$ cat config.mk
export PLATFORM = sky130hd
export DESIGN_NAME = vec_rf
export DESIGN_NICKNAME = d
export VERILOG_FILES = /design/src/source/vec_pkg.sv /design/src/source/vec_rf.sv
export VERILOG_INCLUDE_DIRS = /design/src /design/src/source
export SDC_FILE = /design/constraint.sdc
export NUM_CORES = 2
export LEC_CHECK = 0
export BUFFER_PORTS_ARGS = -buffer_cell sky130_fd_sc_hd__buf_2
export CAP_MARGIN = 20
export CELL_PAD_IN_SITES_DETAIL_PLACEMENT = 1
export CELL_PAD_IN_SITES_GLOBAL_PLACEMENT = 1
export CORE_UTILIZATION = 40
export DETAILED_ROUTE_END_ITERATION = 16
export PLACE_DENSITY_LB_ADDON = 0.1
export SETUP_SLACK_MARGIN = 0.05
export SKIP_CTS_REPAIR_TIMING = 1
export SYNTH_ARGS = -nofsm -noshare
export SYNTH_HDL_FRONTEND = slang
export SYNTH_SLANG_ARGS = --single-unit
$ cat constraint.sdc
create_clock -name clk -period 3.67 [get_ports clk]
set_input_delay 1.101 -clock clk [delete_from_list [all_inputs] [get_ports clk]]
set_output_delay 1.101 -clock clk [all_outputs]
set_load 0.005 [all_outputs]
$ cat src/source/vec_settings.svh
// ------------------------------------------------------------------------
// Vector datapath settings
// Register count, address width, word width and lane counts
// ------------------------------------------------------------------------

`ifndef VEC_SETTINGS_SVH
`define VEC_SETTINGS_SVH

// Register file geometry
`define VEC_NUM_REGS  32
`define VEC_ADDR_W    5

// Word width and lane split
`define VEC_DATA_W    128
`define VEC_NUM_BYTES 16
`define VEC_NUM_WORDS 4

`endif

$ cat src/source/vec_pkg.sv
// ------------------------------------------------------------------------
// Vector datapath package
// Data word views, operation codes and write requester names
// ------------------------------------------------------------------------

`default_nettype none

`include "vec_settings.svh"

package vec_pkg;

    // One 128-bit word, seen as byte lanes or as 32-bit lanes
    typedef union packed {
        logic [`VEC_NUM_BYTES-1:0][7:0]  bytes;
        logic [`VEC_NUM_WORDS-1:0][31:0] words;
    } vec_data_t;

    // Execute unit operations
    typedef enum logic [2:0] {
        ADD8  = 3'd0,
        ADD32 = 3'd1,
        SUB32 = 3'd2,
        AND   = 3'd3,
        XOR   = 3'd4,
        STORE = 3'd5
    } vec_op_t;

    // Peers sharing the register file write port
    typedef enum logic {
        EXEC = 1'b0,
        LOAD = 1'b1
    } vec_src_t;

endpackage

`default_nettype wire

$ cat src/source/vec_rf.sv
// ------------------------------------------------------------------------
// Vector register file
// 32 x 128-bit words, byte-enable write, two combinational read ports
// ------------------------------------------------------------------------

`default_nettype none

`include "vec_settings.svh"

module vec_rf
    import vec_pkg::*;
(
    input  logic                      clk,

    // Write port
    input  logic [`VEC_NUM_BYTES-1:0] wr_en,
    input  logic [`VEC_ADDR_W-1:0]    wr_addr,
    input  vec_data_t                 wr_data,

    // Read ports
    input  logic [`VEC_ADDR_W-1:0]    rd_addr_a,
    input  logic [`VEC_ADDR_W-1:0]    rd_addr_b,
    output vec_data_t                 rd_data_a,
    output vec_data_t                 rd_data_b
);

    // Storage array
    vec_data_t regs [`VEC_NUM_REGS];

    // Byte-masked write
    always_ff @(posedge clk) begin
        for (int i = 0; i < `VEC_NUM_BYTES; i++) begin
            if (wr_en[i]) begin
                regs[wr_addr].bytes[i] <= wr_data.bytes[i];
            end
        end
    end

    // Asynchronous reads, no write bypass
    assign rd_data_a = regs[rd_addr_a];
    assign rd_data_b = regs[rd_addr_b];

endmodule

`default_nettype wire

==> flow_metrics.py <==
metrics = {
    "timing": {
        "worstMarginPinSlew_ns": 0.862,
        "hold_viol": 0,
        "grt_setup_unrepaired": "yes",
        "slew_headroom_pct": 42.0,
        "holdWs_ns": 0.601,
        "clock.fmax_ghz": 0.227,
        "setup-tns-final_ns": -137.49,
        "period_needed_ns": 4.40,
        "fin_crit_sh_pct": 120,
        "fin_ws_ns": -0.730,
        "setup_viol": 256,
        "drv_slew": 0,
    },
    "clock_network": {
        "clk_pin_slew_ns": 0.06,
        "h-tree-depth": 5,
        "cts_buffers": 455,
        "cts_root_buf": "clkbuf_16",
        "clock_path_buffers": 4,
        "cts_tree": "built",
        "numClockSinks": 4096,
    },
    "placement": {
        "hpwl_um": 472000,
        "portBuffers": 415,
        "gp_congestion": 0.882,
    },
    "logic_synthesis": {
        "synth.most_common_cell": "edfxtp_1",
        "postSynthCellCount": 8984,
        "synthTopCellsByArea": "edfxtp_1, mux4_2, o22ai_1",
        "synth_top_area_cell": "edfxtp_1",
        "ys_types": 25,
        "synth-seq-cells": 4096,
        "synth_edf_count": 4096,
        "syn_area_mm2": 0.185,
        "synth.yosys.warnings": 0,
        "yosys-top-cells-count": "edfxtp_1, mux4_2, o22ai_1, and2_1, clkbuf_1",
        "ys.flop_type": "edfxtp_1",
        "postSynthAreaPerCell_um2": 20.6,
        "yosysSeqAreaShare_pct": 66.4,
        "synth_top_cell_area_share_pct": 66.4,
        "async_reset_ff_share_pct": 0,
        "synth_fp_nets": 9144,
    },
    "detailed_routing": {
        "avgRoutedWirePerCell_um": 40.3,
        "totalWireLength_um": 710000,
        "drtIter0Drc": 13600,
        "drc": 0,
        "dr.pass1.iters": 6,
        "antenna_left": 0,
        "viasPerCell": 6.44,
        "vias": 113000,
    },
    "die": {
        "die_h_um": 683,
        "rows": 249,
        "die_x_um": 683,
        "dieArea_mm2": 0.466,
        "start_util_pct": 40.2,
        "core_area_mm2": 0.461,
        "num_io_pins": 416,
    },
    "pwr": {
        "powerDensity_mw_per_mm2": 476,
        "pwr-share-seq_pct": 47.8,
        "power.leakage_nw": 75.1,
        "vdd_drop_max_mv": 0.405,
        "swShare_pct": 23.5,
        "combPwrFrac_pct": 10.0,
        "p_clk_share_pct": 42.2,
        "power_switching_mw": 25.7,
        "power.internal_mw": 83.7,
    },
    "critical_path": {
        "cp_max_fo": 10,
        "crit_required_ns": 2.57,
        "start_kind": "input pin",
        "crit_type": "input pin to output pin",
        "end_kind": "output pin",
        "worstPathArrival_ns": 3.30,
    },
    "status": {
        "outcome": "finished with violations",
        "violations": "setup timing",
    },
    "global_routing": {
        "grt_usage_pct": 29.1,
        "antenna_found_initial": 129,
        "grt_max_degree": 54,
        "overflow": 0,
        "grt_pass1_vias": 115000,
        "grt_pass1_wl_um": 947000,
    },
    "job": {
        "maxCapViolations": 0,
    },
    "cells_and_area": {
        "fin_nets": 11100,
        "syn_to_final_growth_pct": 23.9,
        "largest_register_ffs": 4096,
        "layout-drive-gt1-share_pct": 46.6,
    },
    "min_path": {
        "hold_end": "regs[25][33]",
        "holdPathStages": 1,
        "hold_class": "input pin to register",
        "min_from": "wr_data[33]",
    },
}
-- worst max-delay path, cell delays in order --
cell and delay [ns]:
buf_12 0.13, buf_16 0.21, buf_16 0.21, buf_4 0.16
mux4_2 0.49, o22ai_1 0.52, nor4_1 0.20, buf_2 0.18
-- layout make-up --
class	instances	area, µm²
Fill cell	41100	231000
Antenna cell	159	398
Clock inverter	290	2910
Timing Repair Buffer	2259	22300
Tap cell	6149	7690
Sequential cell	4096	123000
Multi-Input combinational cell	4107	61500
Clock buffer	548	11900
-- logic make-up (layout without fill, tap and decap cells) --
logic type	count (synthesis)	after routing	share of synthesized area [%]
buf+inv	781	3097	2.26
mux	2144	2144	24.8
compound gates	1072	1072	3.72
other cells	0	159	0
simple gates	891	891	2.92
flops	4096	4096	66.4
-- placed cells by master, fill, tap and decap left out, types with 3 or more instances in the layout --
master         n
a22oi_1      113
a22oi_2       31
and2_1       512
buf_12       293
buf_16        58
buf_2        409
buf_4       1321
buf_6         89
buf_8         32
bufinv_16     52
clkbuf_1      85
clkbuf_16    519
clkinv_1      88
clkinv_2     100
clkinv_4      10
clkinv_8       4
clkinvlp_4    24
diode_2      159
edfxtp_1    4096
inv_16         3
inv_6          7
mux2i_1      191
mux4_2      1952
nand2_1        4
nand2_4        3
nand3_1       47
nand3b_1       6
nand4_1       24
nor2_1         3
nor2_4        36
nor2b_4        3
nor4_1       138
nor4_2        56
nor4_4        38
o22ai_1      721
o22ai_2      141
o22ai_4       66
-- per-stage QoR --
step                      cells  area, µm²  setup slack [ns]  power (mW)  utilization (%)
after floorplan            8984     185000            0.0800        57.9                -
after global placement    16300     207000             -1.45        63.0             44.9
after detailed placement  16400     207000             -1.13        63.2             45.0
after CTS                 17200     222000             -1.14         109             48.2
after global routing      17500     229000            -0.667         112             49.8
final                     17600     230000            -0.730         109             49.8
-- per-layer routing --
metal	vias up	wire (µm)	GRT usage [%]	part of all wire (%)
li1	43900	-	-	-
met1	62100	277000	39.4	39
met2	6243	340000	46.7	48
met3	1176	61400	5.34	8.7
met4	28	30700	11.9	4.3
met5	-	191	0	0.027
-- worst max path at each step --
stage                 startpoint             end  slack, ns
finish              rd_addr_a[0]   rd_data_a[66]      -0.73
global route        rd_addr_a[0]   rd_data_a[93]      -0.67
CTS                 rd_addr_b[1]   rd_data_b[12]      -1.14
detailed placement  rd_addr_b[1]   rd_data_b[12]      -1.13
global placement    rd_addr_b[0]   rd_data_b[11]      -1.45
floorplan           rd_addr_b[0]  rd_data_b[109]       0.08
-- power by group through the flow --
stage	sequential (mW)	clock [mW]	combinational (mW)
2_1_floorplan	53.2	0	4.74
3_3_place_gp	53.3	0	9.74
3_5_place_dp	53.3	0	9.89
4_1_cts	52.3	46.8	9.91
5_1_grt	52.4	48.2	11.4
6_report	52.3	46.1	10.9
Power figures use the tool's default switching activity.
