--- config.mk ---
export PLATFORM = sky130hd
export DESIGN_NAME = vec_exec_unit
export DESIGN_NICKNAME = d
export VERILOG_FILES = /design/src/source/vec_pkg.sv /design/src/source/vec_exec_unit.sv
export VERILOG_INCLUDE_DIRS = /design/src /design/src/source
export SDC_FILE = /design/constraint.sdc
export NUM_CORES = 1
export LEC_CHECK = 0
export BUFFER_PORTS_ARGS = -buffer_cell sky130_fd_sc_hd__buf_2
export CORE_AREA = 10 10 204 206
export DETAILED_ROUTE_END_ITERATION = 7
export DIE_AREA = 0 0 214 216
export GPL_TIMING_DRIVEN = 0
export PLACE_DENSITY_LB_ADDON = 0.08
export SLEW_MARGIN = 20
export SYNTH_ARGS = -nofsm -noshare
export SYNTH_HDL_FRONTEND = slang
export SYNTH_SLANG_ARGS = --single-unit
--- constraint.sdc ---
create_clock -name clk -period 12.3 [get_ports clk]
set_input_delay 1.23 -clock clk [delete_from_list [all_inputs] [get_ports clk]]
set_output_delay 1.23 -clock clk [all_outputs]
set_load 0.01 [all_outputs]
--- src/source/vec_settings.svh ---
// ------------------------------------------------------------------------
// Vector datapath settings
// Register count, address width, word width and lane counts
// ------------------------------------------------------------------------

`ifndef VEC_SETTINGS_SVH
`define VEC_SETTINGS_SVH

// Register file geometry
`define VEC_NUM_REGS  32
`define VEC_ADDR_W    5

// Word width and lane split
`define VEC_DATA_W    128
`define VEC_NUM_BYTES 16
`define VEC_NUM_WORDS 4

`endif

--- src/source/vec_pkg.sv ---
// ------------------------------------------------------------------------
// Vector datapath package
// Data word views, operation codes and write requester names
// ------------------------------------------------------------------------

`default_nettype none

`include "vec_settings.svh"

package vec_pkg;

    // One 128-bit word, seen as byte lanes or as 32-bit lanes
    typedef union packed {
        logic [`VEC_NUM_BYTES-1:0][7:0]  bytes;
        logic [`VEC_NUM_WORDS-1:0][31:0] words;
    } vec_data_t;

    // Execute unit operations
    typedef enum logic [2:0] {
        ADD8  = 3'd0,
        ADD32 = 3'd1,
        SUB32 = 3'd2,
        AND   = 3'd3,
        XOR   = 3'd4,
        STORE = 3'd5
    } vec_op_t;

    // Peers sharing the register file write port
    typedef enum logic {
        EXEC = 1'b0,
        LOAD = 1'b1
    } vec_src_t;

endpackage

`default_nettype wire

--- src/source/vec_exec_unit.sv ---
// ------------------------------------------------------------------------
// Vector execute unit
// Lane-wise ALU with write-back request, and the store output path
// ------------------------------------------------------------------------

`default_nettype none

`include "vec_settings.svh"

module vec_exec_unit
    import vec_pkg::*;
(
    input  logic                   clk,
    input  logic                   rst_n,

    // Operation strobe
    input  logic                   op_valid,
    input  vec_op_t                op_code,
    input  logic [`VEC_ADDR_W-1:0] op_vd,
    input  logic [`VEC_ADDR_W-1:0] op_vs1,
    input  logic [`VEC_ADDR_W-1:0] op_vs2,

    // Register file reads
    output logic [`VEC_ADDR_W-1:0] rd_addr_a,
    output logic [`VEC_ADDR_W-1:0] rd_addr_b,
    input  vec_data_t              rd_data_a,
    input  vec_data_t              rd_data_b,

    // Write-back request, full mask implied
    output logic                   exec_wr_valid,
    output logic [`VEC_ADDR_W-1:0] exec_wr_addr,
    output vec_data_t              exec_wr_data,

    // Store output
    output logic                   store_valid,
    output vec_data_t              store_data
);

    logic                   cmd_valid;
    vec_op_t                cmd_op;
    logic [`VEC_ADDR_W-1:0] cmd_vd;
    logic [`VEC_ADDR_W-1:0] cmd_vs1;
    logic [`VEC_ADDR_W-1:0] cmd_vs2;
    vec_data_t              alu_res;

    always_ff @(posedge clk) begin
        if (!rst_n) begin
            cmd_valid <= 1'b0;
        end else begin
            cmd_valid <= op_valid;
        end
    end

    // Command held until the next strobe
    always_ff @(posedge clk) begin
        if (op_valid) begin
            cmd_op  <= op_code;
            cmd_vd  <= op_vd;
            cmd_vs1 <= op_vs1;
            cmd_vs2 <= op_vs2;
        end
    end

    assign rd_addr_a = cmd_vs1;
    assign rd_addr_b = cmd_vs2;

    // Lane arithmetic wraps inside each lane
    always_comb begin
        alu_res = '0;
        case (cmd_op)
            ADD8: begin
                for (int i = 0; i < `VEC_NUM_BYTES; i++) begin
                    alu_res.bytes[i] = rd_data_a.bytes[i] + rd_data_b.bytes[i];
                end
            end
            ADD32: begin
                for (int i = 0; i < `VEC_NUM_WORDS; i++) begin
                    alu_res.words[i] = rd_data_a.words[i] + rd_data_b.words[i];
                end
            end
            SUB32: begin
                for (int i = 0; i < `VEC_NUM_WORDS; i++) begin
                    alu_res.words[i] = rd_data_a.words[i] - rd_data_b.words[i];
                end
            end
            AND:     alu_res = rd_data_a & rd_data_b;
            XOR:     alu_res = rd_data_a ^ rd_data_b;
            default: alu_res = '0;
        endcase
    end

    assign exec_wr_valid = cmd_valid && (cmd_op != STORE);
    assign exec_wr_addr  = cmd_vd;
    assign exec_wr_data  = alu_res;

    // Store returns the vs1 word in the cycle after the strobe
    assign store_valid = cmd_valid && (cmd_op == STORE);
    assign store_data  = rd_data_a;

    a_op_defined: assert property (
        @(posedge clk) disable iff (!rst_n)
        op_valid |-> (op_code inside {ADD8, ADD32, SUB32, AND, XOR, STORE})
    ) else $error("undefined op_code %0d", op_code);

endmodule

`default_nettype wire

==> results.toml, run 1 <==
[cts]
cts-htree-levels = 1
cts_root_buf = "clkbuf_16"
post_cts_resized = 0
cts_made_buffers = 3
clkTransAtPathRegs_ns = 0.05
hold_buffers = 0
cts_buffer_depth = 2
cts_tree = "built"
post_cts_buffers = 0
cts_sinks = 19

[logic_synthesis]
synth_seq_cells = 19
synth_mux_area_frac = 0.0105
ys_seq_area_frac = 0.0325
yosys_most_used_dff = "edfxtp_1"
synth_top_cell_area_share = 0.185
synth-simple-area-share = 0.181
synth_compound_area_frac = 0.315
ys_warn_count = 0
synth_area_um2 = 17300
syn_inst = 2384
synth_fa_ha_area_frac = 0.209
synth_area_leaders = "ha_1 (19%), xnor2_1 (8.8%), xor2_1 (7.3%)"
synthXorXnorAreaFrac = 0.162
synth_top_family_by_area = "compound AO/OA/AOI/OAI gates"
async_flop_share = 0
syn_avg_cell_area_um2 = 7.24
synth_area_leader_cell = "ha_1"
syn_nets = 2937
synthDistinctLibCells = 80
synth_edf_count = 18

[power]
vdd_drop_max_mv = 0.122
total_power_w = 0.00158
leakagePower_nw = 10.3
power_density_nw_per_um2 = 76.0

[grt]
grt_max_degree = 20
grt_usage = 0.335
antenna_found_initial = 20
grt_pass1_vias = 20700
grt_overflow = 0
grt_first_pass_wirelength_mm = 124

[worst_setup_path]
cp-end-kind = "output port"
cpPeakStageDelay_ns = 1.04
path_cells = "clkbuf_1 > nor2_1 > and2_1 > clkbuf_1 > clkbuf_1 > buf_1 > buf_8 > nor2_1 > xnor2_1 > ha_1 > nand2b_1 > a21oi_1 > o2111ai_1 > a21oi_1 > o311ai_0 > a21oi_1 > nor3_1 > xor2_1 > o221ai_1 > buf_2"
cp.arrival_ns = 6.89
slowest_stage = "o311ai_0"
startpoint_type = "flop"
path_max_fanout = 10
worstSetupPathType = "flop to output port"
required_ns = 11.07

[finish]
fin_nets = 3492
layoutNonFillerInstCount = 3462
drive_gt1_frac = 0.245
post-route-util = 0.556
area_growth_pct = 20.4

[sta]
drv_slew = 0
hold_violations = 0
tightest_slew_ns = 1.28
rsz0062_at_grt = "no"
slew_headroom = 0.144
period_needed_ns = 8.12
setup_viol = 0
setup-tns-final_ns = 0
final.period_utilization = 0.660
timing.fmax_mhz = 123

[routing]
routed_wl_mm = 83.0
vias = 20900
drc = 0
drt_iter0_markers = 1965
vias_per_cell = 6.03
met3_wirelength_mm = 7.03
drtAntennaViolNets = 0
wl_per_cell_um = 24.0
route.top_layer_used = "met5"
wl_met2_mm = 39.0
drtPass1Iterations = 6
drt-met1-wl_mm = 33.9

[placed_design]
place_inst = 3445
hpwl_mm = 68.3
gp_congestion = 0.948
port_buffers = 549

[floorplan]
die_h_um = 216
initial_core_util = 0.462
dieArea_um2 = 46200
coreArea_um2 = 37400
num_rows = 71
chipWidth_um = 214
ioPinCount = 550

[job]
max_cap_violations = 0

[status]
outcome = "complete, no violations"

[hold_path]
min_path_type = "primary input to flop"
-- flip-flops by register name, summed over array words and instances, names as in the netlist --
| signal | flops |
|---|---|
| cmd_valid | 1 |
| rd_addr_a | 5 |
| exec_wr_addr | 5 |
| cmd_op | 3 |
| rd_addr_b | 5 |
-- routing by layer --
metal  GRT usage  vias up
li1            -     9778
met3      0.0538      184
met5           0        -
met1       0.415     9849
met4       0.127       14
met2       0.571     1035
-- Yosys cell counts, drive strengths merged (5+ instances only) --
cell / count
buf: 137
or4: 11
nand2b: 68
o21a: 20
nor2: 157
xor2: 143
nand4: 20
a22oi: 72
mux2i: 17
nor3: 41
nor4: 22
nand3b: 10
a32oi: 9
a21boi: 5
xnor2: 175
o21ai: 193
fa: 20
and3: 15
a21o: 134
or2: 7
edfxtp: 18
nand3: 48
inv: 62
and2: 15
a211oi: 12
clkbuf: 90
o211ai: 12
o22ai: 11
nor2b: 26
nor3b: 7
o221ai: 16
nand2: 145
o31ai: 28
a21oi: 224
o21bai: 27
o2111ai: 5
a41oi: 6
ha: 256
o41ai: 8
a31oi: 19
or3: 18
a221oi: 10
-- worst max-delay path, delay by kind of cell (launching register included) --
kind / cells / cell delay (ns)
buffers and inverters: 6 / 2.48
AOI/OAI and AO/OA: 6 / 2.09
and+or+nand+nor: 5 / 0.96
xor gates and xnor gates: 2 / 0.39
DFF: 1 / 0.36
adders and majority gates: 1 / 0.32
-- cell type report --
cell class / count / area (µm²)
Antenna cell: 13 / 32.5
Multi-Input combinational cell: 2076 / 15100
Timing Repair Buffer: 550 / 2760
Clock buffer: 4 / 78.8
Buffer: 227 / 1340
Tap cell: 511 / 639
Fill cell: 3789 / 16600
Sequential cell: 19 / 561
Inverter: 62 / 233
-- cells by family after synthesis --
| kind of cell | Yosys count |
|---|---|
| AOI/OAI and AO/OA | 848 |
| and+or+nand+nor | 616 |
| xor gates and xnor gates | 318 |
| buffers and inverters | 289 |
| adders and majority gates | 276 |
| DFF | 19 |
| muxes | 18 |
-- where the power goes --
part | leakage [nW] | switching (W) | internal (W)
Clock | 0.0382 | 0.0000208 | 0.0000440
Sequential | 0.185 | 0.00000198 | 0.0000765
Combinational | 10.0 | 0.000866 | 0.000571
Total | 10.3 | 0.000889 | 0.000691
-- worst paths after layout --
kind / from / endpoint / slack, ns / depth (start not counted)
setup / recovery: cmd_op[2]$_DFFE_PP_ / exec_wr_data[124] / 4.18 / 20
hold / removal: op_vs1[0] / rd_addr_a[0]$_DFFE_PP_ / 1.16 / 1
-- metrics by stage --
| stage | setup slack, ns | cell area [µm²] | hold slack, ns |
|---|---|---|---|
| floorplan | 6.07 | 17300 | 1.33 |
| global placement | 4.47 | 20700 | 1.41 |
| detailed placement | 4.81 | 20700 | 1.41 |
| CTS | 4.51 | 20800 | 1.15 |
| global route | 4.13 | 20800 | 1.15 |
| finish | 4.18 | 20800 | 1.16 |
-- placed cells by master, fill, tap and decap left out, drive strengths merged, types with 22 or more instances in the layout --
master  synthesis  final
nor3           41     41
ha            256    256
nand3          48     48
nor2b          26     26
xnor2         175    175
nand2         145    145
clkbuf         90     94
a21oi         224    224
o21ai         193    193
buf           137    687
inv            62     62
a22oi          72     72
nor4           22     22
a21o          134    134
nor2          157    157
o21bai         27     27
nand2b         68     68
o31ai          28     28
xor2          143    143
No activity file was read; power rests on OpenSTA's default activity.
==> run 2: changes to the inputs <==
--- a/config.mk
+++ b/config.mk
@@ -7,9 +7,9 @@
 export NUM_CORES = 1
 export LEC_CHECK = 0
 export BUFFER_PORTS_ARGS = -buffer_cell sky130_fd_sc_hd__buf_2
-export CORE_AREA = 10 10 204 206
+export CORE_AREA = 10 10 207 209
 export DETAILED_ROUTE_END_ITERATION = 7
-export DIE_AREA = 0 0 214 216
+export DIE_AREA = 0 0 217 219
 export GPL_TIMING_DRIVEN = 0
 export PLACE_DENSITY_LB_ADDON = 0.08
 export SLEW_MARGIN = 20
==> constraint.sdc (replaced) <==
create_clock -name clk -period 8.2 [get_ports clk]
set_input_delay 0.82 -clock clk [delete_from_list [all_inputs] [get_ports clk]]
set_output_delay 0.82 -clock clk [all_outputs]
set_load 0.01 [all_outputs]
==> results.toml, run 2 (synthesized netlist as in run 1, its figures left out) <==
[sta]
drv_slew = 0
hold_violations = 0
setup_viol = 0
tightest_slew_ns = 1.24
rsz0062_at_grt = "no"
timing.fmax_mhz = 127
setup-tns-final_ns = 0
period_needed_ns = 7.86
final.period_utilization = 0.959
slew_headroom = 0.172

[routing]
routed_wl_mm = 84.2
vias = 20900
vias_per_cell = 6.02
wl_per_cell_um = 24.3
drtPass1Iterations = 8
drc = 0
drtAntennaViolNets = 0
drt_iter0_markers = 1961

[finish]
area_growth_pct = 20.4
post-route-util = 0.539
layout_common_cells = "buf_2 (552), ha_1 (256), a21oi_1 (223), o21ai_0 (185), xnor2_1 (174)"
layout_commonest_cell = "buf_2"
fin_nets = 3491
seq_area_um2 = 561
drive_gt1_frac = 0.246
multi_input_area_um2 = 15100
fillers = 3975

[grt]
grt_first_pass_wirelength_mm = 125
grt_pass1_vias = 20800
grt_usage = 0.333
antenna_found_initial = 16
grt_overflow = 0
grt_max_degree = 20

[worst_setup_path]
cp-end-kind = "output port"
worstSetupPathType = "flop to output port"
startpoint_type = "flop"
worstSetupStartpoint = "cmd_op[2]$_DFFE_PP_"
cp.arrival_ns = 7.04
required_ns = 7.38
path_max_fanout = 11

[floorplan]
ioPinCount = 550
dieArea_um2 = 47500
die_h_um = 219
chipWidth_um = 217
coreArea_um2 = 38600
num_rows = 72
initial_core_util = 0.448

[cts]
cts_sinks = 19
cts_root_buf = "clkbuf_16"
cts_made_buffers = 3
cts-htree-levels = 1
cts_buffer_depth = 2
post_cts_resized = 0
post_cts_buffers = 0
clkTransAtPathRegs_ns = 0.05
cts_tree = "built"
hold_buffers = 0

[status]
outcome = "complete, no violations"

[hold_path]
min_path_type = "primary input to flop"
holdPathStages = 1
min_from = "op_vs1[2]"

[placed_design]
port_buffers = 549
gp_congestion = 0.967
hpwl_mm = 69.1

[power]
vdd_drop_max_mv = 0.222
power_density_nw_per_um2 = 114
leakagePower_nw = 10.3

[job]
max_cap_violations = 0
==> run 2: layer usage <==
| layer | share of wire | track usage | up-vias |
|---|---|---|---|
| met5 | 0.00099 | 0 | - |
| met4 | 0.037 | 0.124 | 12 |
| met2 | 0.47 | 0.571 | 1036 |
| met3 | 0.088 | 0.0607 | 180 |
| met1 | 0.40 | 0.407 | 9854 |
| li1 | - | - | 9788 |
==> run 2: worst max-delay path, stage by stage (launching register included) <==
cell	delay (ns)
edfxtp_1	0.36
clkbuf_1	0.37
nor2_1	0.29
and2_1	0.17
clkbuf_1	0.50
clkbuf_1	0.87
buf_2	0.63
nor2_1	0.12
xnor2_1	0.15
ha_1	0.33
o21a_1	0.20
o31a_1	0.13
o41ai_1	0.48
o31ai_1	0.23
a21oi_1	0.51
nor3_1	0.19
a311o_1	0.40
xnor2_1	0.15
o21ai_0	0.45
buf_2	0.24
==> run 2: path summary, 6_finish.rpt <==
kind                     end  slack (ns)
max         exec_wr_data[53]        0.34
min   rd_addr_a[2]$_DFFE_PP_        0.75
==> run 2: layout make-up <==
type                    instances  share of cell area
flip-flops and latches         19              0.0270
repair buffers                549               0.132
well taps                     518              0.0312
clock buffers                   3             0.00361
clock inverters                 1            0.000241
diodes                         12             0.00144
plain buffers                 227              0.0646
inverters                      62              0.0112
multi-input cells            2076               0.729
==> run 2: power breakdown <==
part	switching [W]	leakage, nW	internal [W]	total [W]
sequential	0.00000291	0.185	0.000115	0.000118
clock	0.0000296	0.0410	0.0000651	0.0000947
combinational	0.00130	10.0	0.000855	0.00216
total	0.00133	10.3	0.00103	0.00237
==> run 2: per-stage QoR <==
stage	power, W	cells	worst slack, ns	area (µm²)	hold WS [ns]
floorplan	0.00148	2384	2.79	17300	0.919
global placement	0.00221	3451	0.578	20700	0.998
detailed placement	0.00223	3451	0.993	20700	0.999
CTS	0.00234	3455	0.709	20800	0.747
global route	0.00256	3463	0.424	20800	0.740
finish	0.00237	3467	0.340	20800	0.750
