===== src/source/vec_settings.svh =====
// ------------------------------------------------------------------------
// Vector datapath settings
// Register count, address width, word width and lane counts
// ------------------------------------------------------------------------

`ifndef VEC_SETTINGS_SVH
`define VEC_SETTINGS_SVH

// Register file geometry
`define VEC_NUM_REGS  32
`define VEC_ADDR_W    5

// Word width and lane split
`define VEC_DATA_W    128
`define VEC_NUM_BYTES 16
`define VEC_NUM_WORDS 4

`endif


===== src/source/vec_pkg.sv =====
// ------------------------------------------------------------------------
// Vector datapath package
// Data word views, operation codes and write requester names
// ------------------------------------------------------------------------

`default_nettype none

`include "vec_settings.svh"

package vec_pkg;

    // One 128-bit word, seen as byte lanes or as 32-bit lanes
    typedef union packed {
        logic [`VEC_NUM_BYTES-1:0][7:0]  bytes;
        logic [`VEC_NUM_WORDS-1:0][31:0] words;
    } vec_data_t;

    // Execute unit operations
    typedef enum logic [2:0] {
        ADD8  = 3'd0,
        ADD32 = 3'd1,
        SUB32 = 3'd2,
        AND   = 3'd3,
        XOR   = 3'd4,
        STORE = 3'd5
    } vec_op_t;

    // Peers sharing the register file write port
    typedef enum logic {
        EXEC = 1'b0,
        LOAD = 1'b1
    } vec_src_t;

endpackage

`default_nettype wire


===== src/source/vec_wr_arbiter.sv =====
// ------------------------------------------------------------------------
// Register file write arbiter
// One buffered slot per peer, alternating grant when both are full
// ------------------------------------------------------------------------

`default_nettype none

`include "vec_settings.svh"

module vec_wr_arbiter
    import vec_pkg::*;
(
    input  logic                      clk,
    input  logic                      rst_n,

    // Execute unit request
    input  logic                      exec_wr_valid,
    input  logic [`VEC_ADDR_W-1:0]    exec_wr_addr,
    input  vec_data_t                 exec_wr_data,

    // Load unit request
    input  logic                      load_wr_valid,
    input  logic [`VEC_ADDR_W-1:0]    load_wr_addr,
    input  vec_data_t                 load_wr_data,
    input  logic [`VEC_NUM_BYTES-1:0] load_wr_mask,

    // Register file write port
    output logic [`VEC_NUM_BYTES-1:0] wr_en,
    output logic [`VEC_ADDR_W-1:0]    wr_addr,
    output vec_data_t                 wr_data
);

    logic                      exec_full;
    logic [`VEC_ADDR_W-1:0]    exec_addr_q;
    vec_data_t                 exec_data_q;

    logic                      load_full;
    logic [`VEC_ADDR_W-1:0]    load_addr_q;
    vec_data_t                 load_data_q;
    logic [`VEC_NUM_BYTES-1:0] load_mask_q;

    vec_src_t                  last_win;
    logic                      grant_exec;
    logic                      grant_load;

    // Sole full slot wins, otherwise the one that lost last time
    assign grant_exec = exec_full && (!load_full || last_win == LOAD);
    assign grant_load = load_full && (!exec_full || last_win == EXEC);

    always_ff @(posedge clk) begin
        if (!rst_n) begin
            exec_full <= 1'b0;
            load_full <= 1'b0;
            last_win  <= LOAD;
        end else begin
            if (exec_wr_valid) begin
                exec_full <= 1'b1;
            end else if (grant_exec) begin
                exec_full <= 1'b0;
            end

            if (load_wr_valid) begin
                load_full <= 1'b1;
            end else if (grant_load) begin
                load_full <= 1'b0;
            end

            if (grant_exec) begin
                last_win <= EXEC;
            end else if (grant_load) begin
                last_win <= LOAD;
            end
        end
    end

    // Slot payloads
    always_ff @(posedge clk) begin
        if (exec_wr_valid) begin
            exec_addr_q <= exec_wr_addr;
            exec_data_q <= exec_wr_data;
        end
        if (load_wr_valid) begin
            load_addr_q <= load_wr_addr;
            load_data_q <= load_wr_data;
            load_mask_q <= load_wr_mask;
        end
    end

    // Execute results always write the whole word
    always_comb begin
        wr_en   = '0;
        wr_addr = exec_addr_q;
        wr_data = exec_data_q;
        if (grant_exec) begin
            wr_en = '1;
        end else if (grant_load) begin
            wr_en   = load_mask_q;
            wr_addr = load_addr_q;
            wr_data = load_data_q;
        end
    end

    // Also catches a peer requesting on consecutive cycles
    a_exec_no_overrun: assert property (
        @(posedge clk) disable iff (!rst_n)
        exec_wr_valid |-> !exec_full
    ) else $error("exec request into full slot");

    a_load_no_overrun: assert property (
        @(posedge clk) disable iff (!rst_n)
        load_wr_valid |-> !load_full
    ) else $error("load request into full slot");

endmodule

`default_nettype wire


===== config.mk =====
export PLATFORM = sky130hd
export DESIGN_NAME = vec_wr_arbiter
export DESIGN_NICKNAME = d
export VERILOG_FILES = /design/src/source/vec_pkg.sv /design/src/source/vec_wr_arbiter.sv
export VERILOG_INCLUDE_DIRS = /design/src /design/src/source
export SDC_FILE = /design/constraint.sdc
export NUM_CORES = 1
export LEC_CHECK = 0
export ABC_AREA = 1
export ABC_CLOCK_PERIOD_IN_PS = 1200
export BUFFER_PORTS_ARGS = -buffer_cell sky130_fd_sc_hd__buf_2
export CAP_MARGIN = 20
export CORE_AREA = 5 5 164 166
export DETAILED_ROUTE_END_ITERATION = 6
export DIE_AREA = 0 0 169 171
export GPL_TIMING_DRIVEN = 0
export PLACE_DENSITY = 0.72
export SETUP_SLACK_MARGIN = 0.05
export SLEW_MARGIN = 20
export SYNTH_ARGS = -nofsm -noshare
export SYNTH_HDL_FRONTEND = slang
export SYNTH_SLANG_ARGS = --single-unit

===== constraint.sdc =====
create_clock -name clk -period 1.2 [get_ports clk]
set_input_delay 0.06 -clock clk [delete_from_list [all_inputs] [get_ports clk]]
set_output_delay 0.06 -clock clk [all_outputs]
set_load 0.03 [all_outputs]

==> results of run 1 <==
## layer usage
layer / routed length (um) / up-vias / GRT usage [%]
met5: 13 / - / 0
met4: 2410 / 2 / 13.0
met3: 4340 / 142 / 6.91
met2: 21800 / 770 / 49.0
met1: 13900 / 4637 / 30.0
li1: - / 4263 / -
## where the power goes
group | leakage, nW | internal [W] | total (W) | switching (W)
combinational | 4.84 | 0.00238 | 0.00541 | 0.00303
sequential | 2.79 | 0.0118 | 0.0122 | 0.000321
clock | 0.419 | 0.00482 | 0.00852 | 0.00370
## metrics by stage
step	area (um2)	util, %	hold WS [ns]	power, W	setup TNS (ns)
global route	18600	73.0	-0.0403	0.0269	-94.21
CTS	18300	71.7	-0.0477	0.0255	-88.27
global placement	13400	52.6	0.237	0.0158	-553.99
floorplan	10800	-	0.159	0.0142	0
finish	18600	73.0	-0.0406	0.0261	-83.53
detailed placement	13500	52.9	0.238	0.0158	-72.76
## state kept, by name (all words and copies together) (netlist names)
name,cells
exec_addr_q,5
exec_data_q,128
load_full,1
load_mask_q,16
load_data_q,128
exec_full,1
last_win,1
load_addr_q,5
## worst max-delay path: stages, from the launching register on
cell and delay, ns:
dfxtp_2 0.34, buf_12 0.15, nand2_8 0.10, buf_4 0.20
nand2_1 0.11, nand2_2 0.15, buf_4 0.19
## cells in the mapped netlist
| cell | n | share of area, % |
|---|---|---|
| buf_6 | 1 | 0.11 |
| nand2_1 | 300 | 11 |
| a21oi_1 | 2 | 0.094 |
| nand3_1 | 135 | 6.4 |
| clkbuf_1 | 8 | 0.28 |
| buf_2 | 27 | 1.3 |
| inv_1 | 4 | 0.14 |
| edfxtp_1 | 282 | 80 |
| buf_4 | 7 | 0.50 |
| dfxtp_1 | 3 | 0.57 |
| buf_1 | 3 | 0.11 |
| nand2_2 | 2 | 0.12 |
| o211ai_1 | 1 | 0.071 |
## area by class of cell
type | count | area, um2
Sequential cell | 285 | 8540
Fill cell | 1448 | 6880
Timing Repair Buffer | 732 | 5860
Multi-Input combinational cell | 440 | 2310
Clock buffer | 38 | 759
Buffer | 46 | 567
Tap cell | 335 | 419
Clock inverter | 12 | 101
Inverter | 4 | 15.0
Antenna cell | 6 | 15.0
## kinds of logic after synthesis
family / count (synthesis)
and+or+nand+nor: 437
DFF: 285
buffers and inverters: 50
AOI/OAI and AO/OA: 3
## repair_timing
action                                  4_1_cts  5_1_grt
gates cloned                                  4        1
pin swaps                                     8        3
endpoints found under the setup margin      151      149
gates resized for setup                     306      101
buffers inserted                              8        0
endpoints found under the hold margin       382       40
## worst max-delay path by stage
stage / endpoint / slack [ns] / depth (start not counted)
2_1_floorplan: wr_en[0] / 0.07 / 5
3_3_place_gp: load_data_q[123]$_DFFE_PP_ / -1.83 / 1
3_5_place_dp: wr_addr[3] / -0.61 / 6
4_1_cts: wr_addr[3] / -0.66 / 7
5_1_grt: wr_data[4] / -0.70 / 6
6_report: wr_data[4] / -0.66 / 6
==> flow_metrics.env, run 1 <==
export IMPL_status="complete, but fails checks"
export IMPL_violations="negative hold slack, negative setup slack"
export IMPL_synth_compound_gate_area_share_pct=0.165
export IMPL_synth_cell_area_um2=10600
export IMPL_synthMuxAreaShare_pct=0
export IMPL_place_detailed_instances=1546
export IMPL_synth_cells=775
export IMPL_hp_start="exec_wr_valid"
export IMPL_whs_path_depth=1
export IMPL_clkLatencyLatePin_ns=0.54
export IMPL_drt_total_wl_um=42400
export IMPL_first_pass_grt_wire_length_um=60100
export IMPL_globalRouteTotalUtil_pct=27.1
export IMPL_number_of_flip_flops_and_latches_in_the_synthesized_netlist=285
export IMPL_preCtsSetupSlack_ns=-0.614
export IMPL_synth_avg_cell_area_um2=13.7
export IMPL_num_nets_final=1823
export IMPL_cp_required_ns=1.14
export IMPL_fin_crit_ns=1.86
export IMPL_vias_per_instance=5.17
export IMPL_post_synth_and_or_nand_nor_area_fraction_pct=17.1
export IMPL_initial_core_util_pct=41.7
export IMPL_yosysUniqueCellTypes=13
export IMPL_cp_end_kind="output port"
export IMPL_path_clk_slew_ns=0.06
export IMPL_floorplan_die_width_um=169
export IMPL_leakage_nw=8.05
export IMPL_post_synth_fa_ha_maj_area_fraction_pct=0
export IMPL_rsz_0062_raised_after_global_routing="yes"
export IMPL_synth_yosys_warnings=0
export IMPL_setup_reg_to_reg_worst_slack_ns=0.19
export IMPL_setup_worst_path_class="reg2out"
export IMPL_holdPathEnd="exec_data_q[44]$_DFFE_PP_"
export IMPL_worstRegToRegCells=4
export IMPL_layout_cells_most_common="buf_2"
export IMPL_hold_ws_ns=-0.0406
export IMPL_place_hpwl_um=22500
export IMPL_coreArea_um2=25500
export IMPL_synth_fp_nets=1061
export IMPL_maxSlewViolCount=0
export IMPL_drt_pass1_iterations=5
export IMPL_worst_endpoint_arrival_ns=1.80
export IMPL_cts_hold_buffers=284
export IMPL_globalRouteOverflowTotal=0
export IMPL_maximum_number_of_pins_on_one_net_before_global_route_repair=90
export IMPL_gp_routability_congestion=0.819
export IMPL_setup_viol=149
export IMPL_number_of_nets_with_antenna_violations_after_detailed_routing=0
export IMPL_layout_drive_gt1_share_pct=43.2
export IMPL_startpoint="load_full$_SDFFE_PN0P_"
export IMPL_worst_path_max_fanout=10
export IMPL_clockBufferDepth=3
export IMPL_syn2layout_area_growth_pct=75.1
export IMPL_vias=9814
export IMPL_port_buffers=434
export IMPL_grt_antenna_before_repair=5
export IMPL_max_cap_violations=0
export IMPL_ioPinCount=435
export IMPL_combinational_family_with_the_most_area_after_synthesis="simple AND/OR/NAND/NOR gates"
export IMPL_worst_slack_ns=-0.655
export IMPL_yosys_area_share_xor_xnor_pct=0
export IMPL_cts_tree="done"
export IMPL_synth_seq_area_share_pct=80.3
export IMPL_timing_final_crit_share_pct=155
export IMPL_most_used_cells_in_the_layout_excluding_fill_and_tap_cells="300 x buf_2, 284 x dlygate4sd3_1, 282 x edfxtp_1"
export IMPL_timing_rr_end="exec_full$_SDFFE_PN0P_"
export IMPL_die_height_um=171
export IMPL_hold_path_class="in2reg"
export IMPL_floorplan_rows=59
export IMPL_drcViolationCount=0
export IMPL_irDropWorstVdd_mv=1.38
export IMPL_tightestPinTransition_ns=0.571
export IMPL_die_area_um2=28900
export IMPL_cts_root_buf="clkbuf_16"
export IMPL_post_layout_nonfiller_instances=1898
export IMPL_slew_limit_headroom_pct=61.9
export IMPL_first_global_vias=10500
export IMPL_clock_sinks=285
export IMPL_cts_h_tree_depth=1
export IMPL_crit_path_start_kind="register"
export IMPL_power_per_cell_area_nw_per_um2=1400
export IMPL_skew_ns=0.00158
export IMPL_final_hold_violation_count=26
export IMPL_routed_wire_length_per_instance_um=22.3
export IMPL_clock_fmax_mhz=539
export IMPL_regToRegStartpoint="load_full$_SDFFE_PN0P_"
export IMPL_numCtsBuffers=28
export IMPL_drt_first_iter_violations=1178
No activity file was read; power rests on OpenSTA's default activity.
==> inputs of run 2 (changes only) <==
--- a/config.mk
+++ b/config.mk
@@ -10,11 +10,10 @@
 export ABC_CLOCK_PERIOD_IN_PS = 1200
 export BUFFER_PORTS_ARGS = -buffer_cell sky130_fd_sc_hd__buf_2
 export CAP_MARGIN = 20
-export CORE_AREA = 5 5 164 166
+export CORE_AREA = 2 2 171 173
 export DETAILED_ROUTE_END_ITERATION = 6
-export DIE_AREA = 0 0 169 171
+export DIE_AREA = 0 0 173 175
 export GPL_TIMING_DRIVEN = 0
-export PLACE_DENSITY = 0.72
 export SETUP_SLACK_MARGIN = 0.05
 export SLEW_MARGIN = 20
 export SYNTH_ARGS = -nofsm -noshare
==> run 2 against run 1 <==
The flow still finishes with violations (negative hold slack, negative setup slack). Sequential cell count did not move. Fmax fell by 2.1%. Worst setup slack worse by 0.040 ns. Combinational power increased by 11%. Largest cell class unchanged. Highest routed layer is now met4.
==> flow_metrics.env, run 2 (same netlist as run 1, synthesis figures left out) <==
export IMPL_status="complete, but fails checks"
export IMPL_violations="negative hold slack, negative setup slack"
export IMPL_grt_util_met3_pct=5.92
export IMPL_slew_limit_headroom_pct=63.5
export IMPL_busiest_layer="met2"
export IMPL_setup_viol=156
export IMPL_hp_start="exec_wr_valid"
export IMPL_path_clk_slew_ns=0.07
export IMPL_syn2layout_area_growth_pct=87.5
export IMPL_final_hold_violation_count=39
export IMPL_most_used_cells_in_the_layout_excluding_fill_and_tap_cells="286 x buf_2, 285 x dlygate4sd3_1, 282 x edfxtp_1"
export IMPL_drt_first_iter_violations=610
export IMPL_globalRouteOverflowTotal=0
export IMPL_numCtsBuffers=30
export IMPL_vias=9701
export IMPL_timing_final_crit_share_pct=158
export IMPL_worst_path_max_fanout=10
export IMPL_worst_endpoint_arrival_ns=1.84
export IMPL_irDropWorstVdd_mv=1.72
export IMPL_port_buffers=434
export IMPL_grt_antenna_before_repair=4
export IMPL_p_switching_w=0.00737
export IMPL_largestRegisters="exec_data_q (128), load_data_q (128), load_mask_q (16)"
export IMPL_seqPwrFrac_pct=44.6
export IMPL_gp_routability_congestion=0.828
export IMPL_maximum_number_of_pins_on_one_net_before_global_route_repair=81
export IMPL_first_global_vias=10200
export IMPL_clockBufferDepth=3
export IMPL_floorplan_rows=62
export IMPL_power_per_cell_area_nw_per_um2=1370
export IMPL_max_cap_violations=0
export IMPL_cp_end_kind="output port"
export IMPL_internal_power_w=0.0199
export IMPL_drt_pass1_iterations=5
export IMPL_placement_cell_area_um2=13500
export IMPL_regToRegStartpoint="load_full$_SDFFE_PN0P_"
export IMPL_num_nets_final=1848
export IMPL_clock_fmax_mhz=528
export IMPL_die_area_um2=30300
export IMPL_setup_worst_path_class="reg2out"
export IMPL_initial_core_util_pct=37.4
export IMPL_die_height_um=175
export IMPL_grt_met1_usage_pct=27.8
export IMPL_place_hpwl_um=22000
export IMPL_cp_required_ns=1.14
export IMPL_floorplan_die_width_um=173
export IMPL_hold_path_class="in2reg"
export IMPL_number_of_nets_with_antenna_violations_after_detailed_routing=0
export IMPL_cts_root_buf="clkbuf_16"
export IMPL_post_route_util_pct=70.1
export IMPL_use_met2_pct=46.5
export IMPL_skew_ns=0.000292
export IMPL_pwr_share_clk_pct=33.5
export IMPL_leakage_nw=8.51
export IMPL_hold_ws_ns=-0.0658
export IMPL_crit_path_start_kind="register"
export IMPL_layout_drive_gt1_share_pct=48.2
export IMPL_clock_sinks=285
export IMPL_globalRouteTotalUtil_pct=25.0
export IMPL_layout_cells_most_common="buf_2"
export IMPL_vias_per_instance=4.92
export IMPL_cts_h_tree_depth=1
export IMPL_rsz_0062_raised_after_global_routing="yes"
export IMPL_drcViolationCount=0
export IMPL_routed_wire_length_per_instance_um=21.2
export IMPL_cts_tree="done"
export IMPL_switching_share_pct=27.0
export IMPL_startpoint="load_full$_SDFFE_PN0P_"
export IMPL_coreArea_um2=28400
export IMPL_drt_total_wl_um=41800
export IMPL_clkLatencyLatePin_ns=0.55
export IMPL_maxSlewViolCount=0
export IMPL_ioPinCount=435
export IMPL_power_combinational_fraction_pct=21.9
export IMPL_tightestPinTransition_ns=0.546
export IMPL_first_pass_grt_wire_length_um=58000
export IMPL_fin_crit_ns=1.90
export IMPL_fin_area_um2=19900
export IMPL_worst_slack_ns=-0.696
[run 2: cell count changes in the layout (fill, tap and decap cells not counted), sizes merged, moves of 2 or more]
| cell | previous run | this run |
|---|---|---|
| diode | 6 | 4 |
| buf | 464 | 501 |
| clkbuf | 68 | 50 |
| clkinvlp | 0 | 2 |
| clkinv | 10 | 12 |
[run 2: final cells by class]
type	count	area, um2
inverter	4	15.0
fill	1783	8490
clock buffer	36	795
buffer	45	666
timing repair buffer	756	6460
sequential	285	8540
clock inverter	17	153
antenna	4	10.0
tap	384	480
multi-input combinational	440	2780
[run 2: critical path, stage by stage, from the launching register on]
cell     delay (ns)
dfxtp_4        0.36
buf_12         0.14
nand2_8        0.11
buf_12         0.16
buf_12         0.15
nand2_1        0.10
nand2_2        0.11
buf_6          0.14
[run 2: power groups by stage]
stage	Sequential, W	Clock, W	Combinational, W
5_1_grt	0.0122	0.00967	0.00623
3_5_place_dp	0.0122	0	0.00361
2_1_floorplan	0.0122	0	0.00202
6_report	0.0122	0.00914	0.00598
3_3_place_gp	0.0122	0	0.00354
4_1_cts	0.0121	0.00914	0.00548
[run 2: per-layer routing]
layer,up-vias,wire [um]
met1,4722,14500
met5,-,0
li1,4325,-
met3,98,3240
met2,556,22400
met4,0,1680
[run 2: worst paths after layout]
| path | end | slack [ns] | cells past startpoint |
|---|---|---|---|
| setup / recovery | wr_data[104] | -0.70 | 7 |
| hold / removal | exec_data_q[41]$_DFFE_PP_ | -0.07 | 1 |
| setup reg to reg | load_full$_SDFFE_PN0P_ | 0.15 | 5 |
| hold reg to reg | load_full$_SDFFE_PN0P_ | 0.65 | 3 |
[run 2: what timing repair did]
action | 4_1_cts | 5_1_grt
pin swaps | 32 | 16
gates resized for setup | 463 | 149
gates cloned | 10 | 5
setup endpoints to repair | 150 | 157
setup buffers | 16 | 4
endpoints found under the hold margin | 343 | 48
hold buffers | 285 | 1
[run 2: per-stage QoR]
stage	setup WS, ns	std cells	setup TNS, ns	hold slack (ns)	total power, W
global placement	-1.95	1593	-586.51	0.237	0.0158
finish	-0.696	1971	-84.70	-0.0658	0.0273
floorplan	0.0673	775	0	0.159	0.0142
global route	-0.741	1971	-94.45	-0.0635	0.0281
CTS	-0.668	1959	-88.82	-0.0544	0.0267
detailed placement	-0.637	1595	-77.82	0.238	0.0158
==> inputs of run 3 (changes only) <==
--- a/config.mk
+++ b/config.mk
@@ -8,11 +8,12 @@
 export LEC_CHECK = 0
 export ABC_AREA = 1
 export ABC_CLOCK_PERIOD_IN_PS = 1200
-export BUFFER_PORTS_ARGS = -buffer_cell sky130_fd_sc_hd__buf_2
 export CAP_MARGIN = 20
-export CORE_AREA = 2 2 171 173
+export CORE_AREA = 2 2 167 169
 export DETAILED_ROUTE_END_ITERATION = 6
-export DIE_AREA = 0 0 173 175
+export DIE_AREA = 0 0 169 171
+export DONT_BUFFER_PORTS = 1
+export GPL_ROUTABILITY_DRIVEN = 0
 export GPL_TIMING_DRIVEN = 0
 export SETUP_SLACK_MARGIN = 0.05
 export SLEW_MARGIN = 20
==> run 3 against run 2 <==
The flow now stops in clock tree synthesis (4_1_cts). Area after synthesis unchanged. Synthesized cell count unchanged.
==> flow_metrics.env, run 3 <==
export IMPL_die_height_um=171
export IMPL_yosys_area_share_xor_xnor_pct=0
export IMPL_synth_avg_cell_area_um2=13.7
export IMPL_async_flop_share_pct=0
export IMPL_number_of_flip_flops_and_latches_in_the_synthesized_netlist=285
export IMPL_synth_seq_area_share_pct=80.3
export IMPL_floorplan_rows=61
export IMPL_floorplan_die_width_um=169
export IMPL_ioPinCount=435
export IMPL_error_text_reported_by_the_tool="[ERROR RSZ-0060] Max buffer count reached."
export IMPL_status="aborted with a tool error"
export IMPL_synth_cell_area_um2=10600
export IMPL_cts_hold_buffers=237
export IMPL_synth_cells_most_frequent="300 x nand2_1, 282 x edfxtp_1, 135 x nand3_1"
export IMPL_clock_sinks=285
export IMPL_cts_h_tree_depth=1
export IMPL_netlist_top_cells_area="edfxtp_1 80%, nand2_1 11%, nand3_1 6.4%"
export IMPL_cts_root_buf="clkbuf_16"
export IMPL_synth_cells=775
export IMPL_synth_compound_gate_area_share_pct=0.165
export IMPL_synthMuxAreaShare_pct=0
export IMPL_place_hpwl_um=19200
export IMPL_ctsResizeCount=270
export IMPL_synth_edff_count=282
export IMPL_post_synth_fa_ha_maj_area_fraction_pct=0
export IMPL_numCtsBuffers=30
export IMPL_yosysUniqueCellTypes=13
export IMPL_failed_stage="clock tree synthesis (4_1_cts)"
export IMPL_synth_fp_nets=1061
export IMPL_synth_largest_area_cell="edfxtp_1"
export IMPL_synth_top_area_share_pct=79.8
export IMPL_synth_ff_type="edfxtp_1"
export IMPL_initial_core_util_pct=38.8
export IMPL_synth_yosys_warnings=0
export IMPL_yosys_cell_count_top_type="nand2_1"
export IMPL_clockBufferDepth=3
export IMPL_post_synth_and_or_nand_nor_area_fraction_pct=17.1
export IMPL_combinational_family_with_the_most_area_after_synthesis="simple AND/OR/NAND/NOR gates"
export IMPL_port_buffers=0
export IMPL_cts_setup_buffers=2
## run 3: cell counts after synthesis
Identical to the previous run, type by type.
## run 3: kinds of logic after synthesis
logic type,count (synthesis)
AND/OR/NAND/NOR,437
flip-flops,285
buffers and inverters,50
AO/OA/AOI/OAI,3
## run 3: stage by stage
stage               cells  area, um2  worst slack [ns]
detailed placement   1121      11200            -0.653
floorplan             775      10800            0.0673
global placement     1121      11200            -0.601
==> inputs of run 4 (changes only) <==
--- a/config.mk
+++ b/config.mk
@@ -9,13 +9,13 @@
 export ABC_AREA = 1
 export ABC_CLOCK_PERIOD_IN_PS = 1200
 export CAP_MARGIN = 20
-export CORE_AREA = 2 2 167 169
+export CORE_MARGIN = 2
+export CORE_UTILIZATION = 27
 export DETAILED_ROUTE_END_ITERATION = 6
-export DIE_AREA = 0 0 169 171
 export DONT_BUFFER_PORTS = 1
 export GPL_ROUTABILITY_DRIVEN = 0
 export GPL_TIMING_DRIVEN = 0
-export SETUP_SLACK_MARGIN = 0.05
+export PLACE_DENSITY_LB_ADDON = 0.15
 export SLEW_MARGIN = 20
 export SYNTH_ARGS = -nofsm -noshare
 export SYNTH_HDL_FRONTEND = slang
==> run 4 against run 3 <==
The run again fails in clock tree synthesis (4_1_cts). Synthesized cell count is the same. Area after synthesis is the same.
==> flow_metrics.env, run 4 <==
export IMPL_status="aborted with a tool error"
export IMPL_failed_stage="clock tree synthesis (4_1_cts)"
export IMPL_error_text_reported_by_the_tool="[ERROR RSZ-0060] Max buffer count reached."
export IMPL_netlist_top_cells_area="edfxtp_1 80%, nand2_1 11%, nand3_1 6.4%"
export IMPL_die_height_um=202
export IMPL_floorplan_rows=72
export IMPL_initial_core_util_pct=27.4
export IMPL_clock_sinks=285
export IMPL_synth_avg_cell_area_um2=13.7
export IMPL_synth_cells_most_frequent="300 x nand2_1, 282 x edfxtp_1, 135 x nand3_1"
export IMPL_synth_ff_type="edfxtp_1"
export IMPL_synth_fp_nets=1061
export IMPL_placement_cell_area_um2=11300
export IMPL_cts_setup_buffers=21
export IMPL_floorplan_die_width_um=202
export IMPL_synth_largest_area_cell="edfxtp_1"
export IMPL_synth_edff_count=282
export IMPL_async_flop_share_pct=0
export IMPL_port_buffers=0
export IMPL_cts_root_buf="clkbuf_16"
export IMPL_number_of_flip_flops_and_latches_in_the_synthesized_netlist=285
export IMPL_clockBufferDepth=3
export IMPL_yosysUniqueCellTypes=13
export IMPL_synth_cell_area_um2=10600
export IMPL_synth_cells=775
export IMPL_cts_hold_buffers=277
export IMPL_synth_seq_area_share_pct=80.3
export IMPL_cts_h_tree_depth=2
export IMPL_yosys_cell_count_top_type="nand2_1"
export IMPL_synth_top_area_share_pct=79.8
export IMPL_numCtsBuffers=34
export IMPL_place_hpwl_um=20500
export IMPL_ctsResizeCount=604
export IMPL_ioPinCount=435
export IMPL_synth_yosys_warnings=0
[run 4: cell families after synthesis]
kind of cell    after synthesis  share of synthesized area [%]
simple gates                437                           17.1
flops                       285                           80.3
buf+inv                      50                           2.40
compound gates                3                          0.165
[run 4: per-stage QoR]
step                      setup WS, ns  utilization [%]  std cells  TNS (ns)
after detailed placement        -0.673             29.1       1293    -67.56
after floorplan                 0.0142                -        775         0
after global placement          -0.656             29.1       1293    -65.80
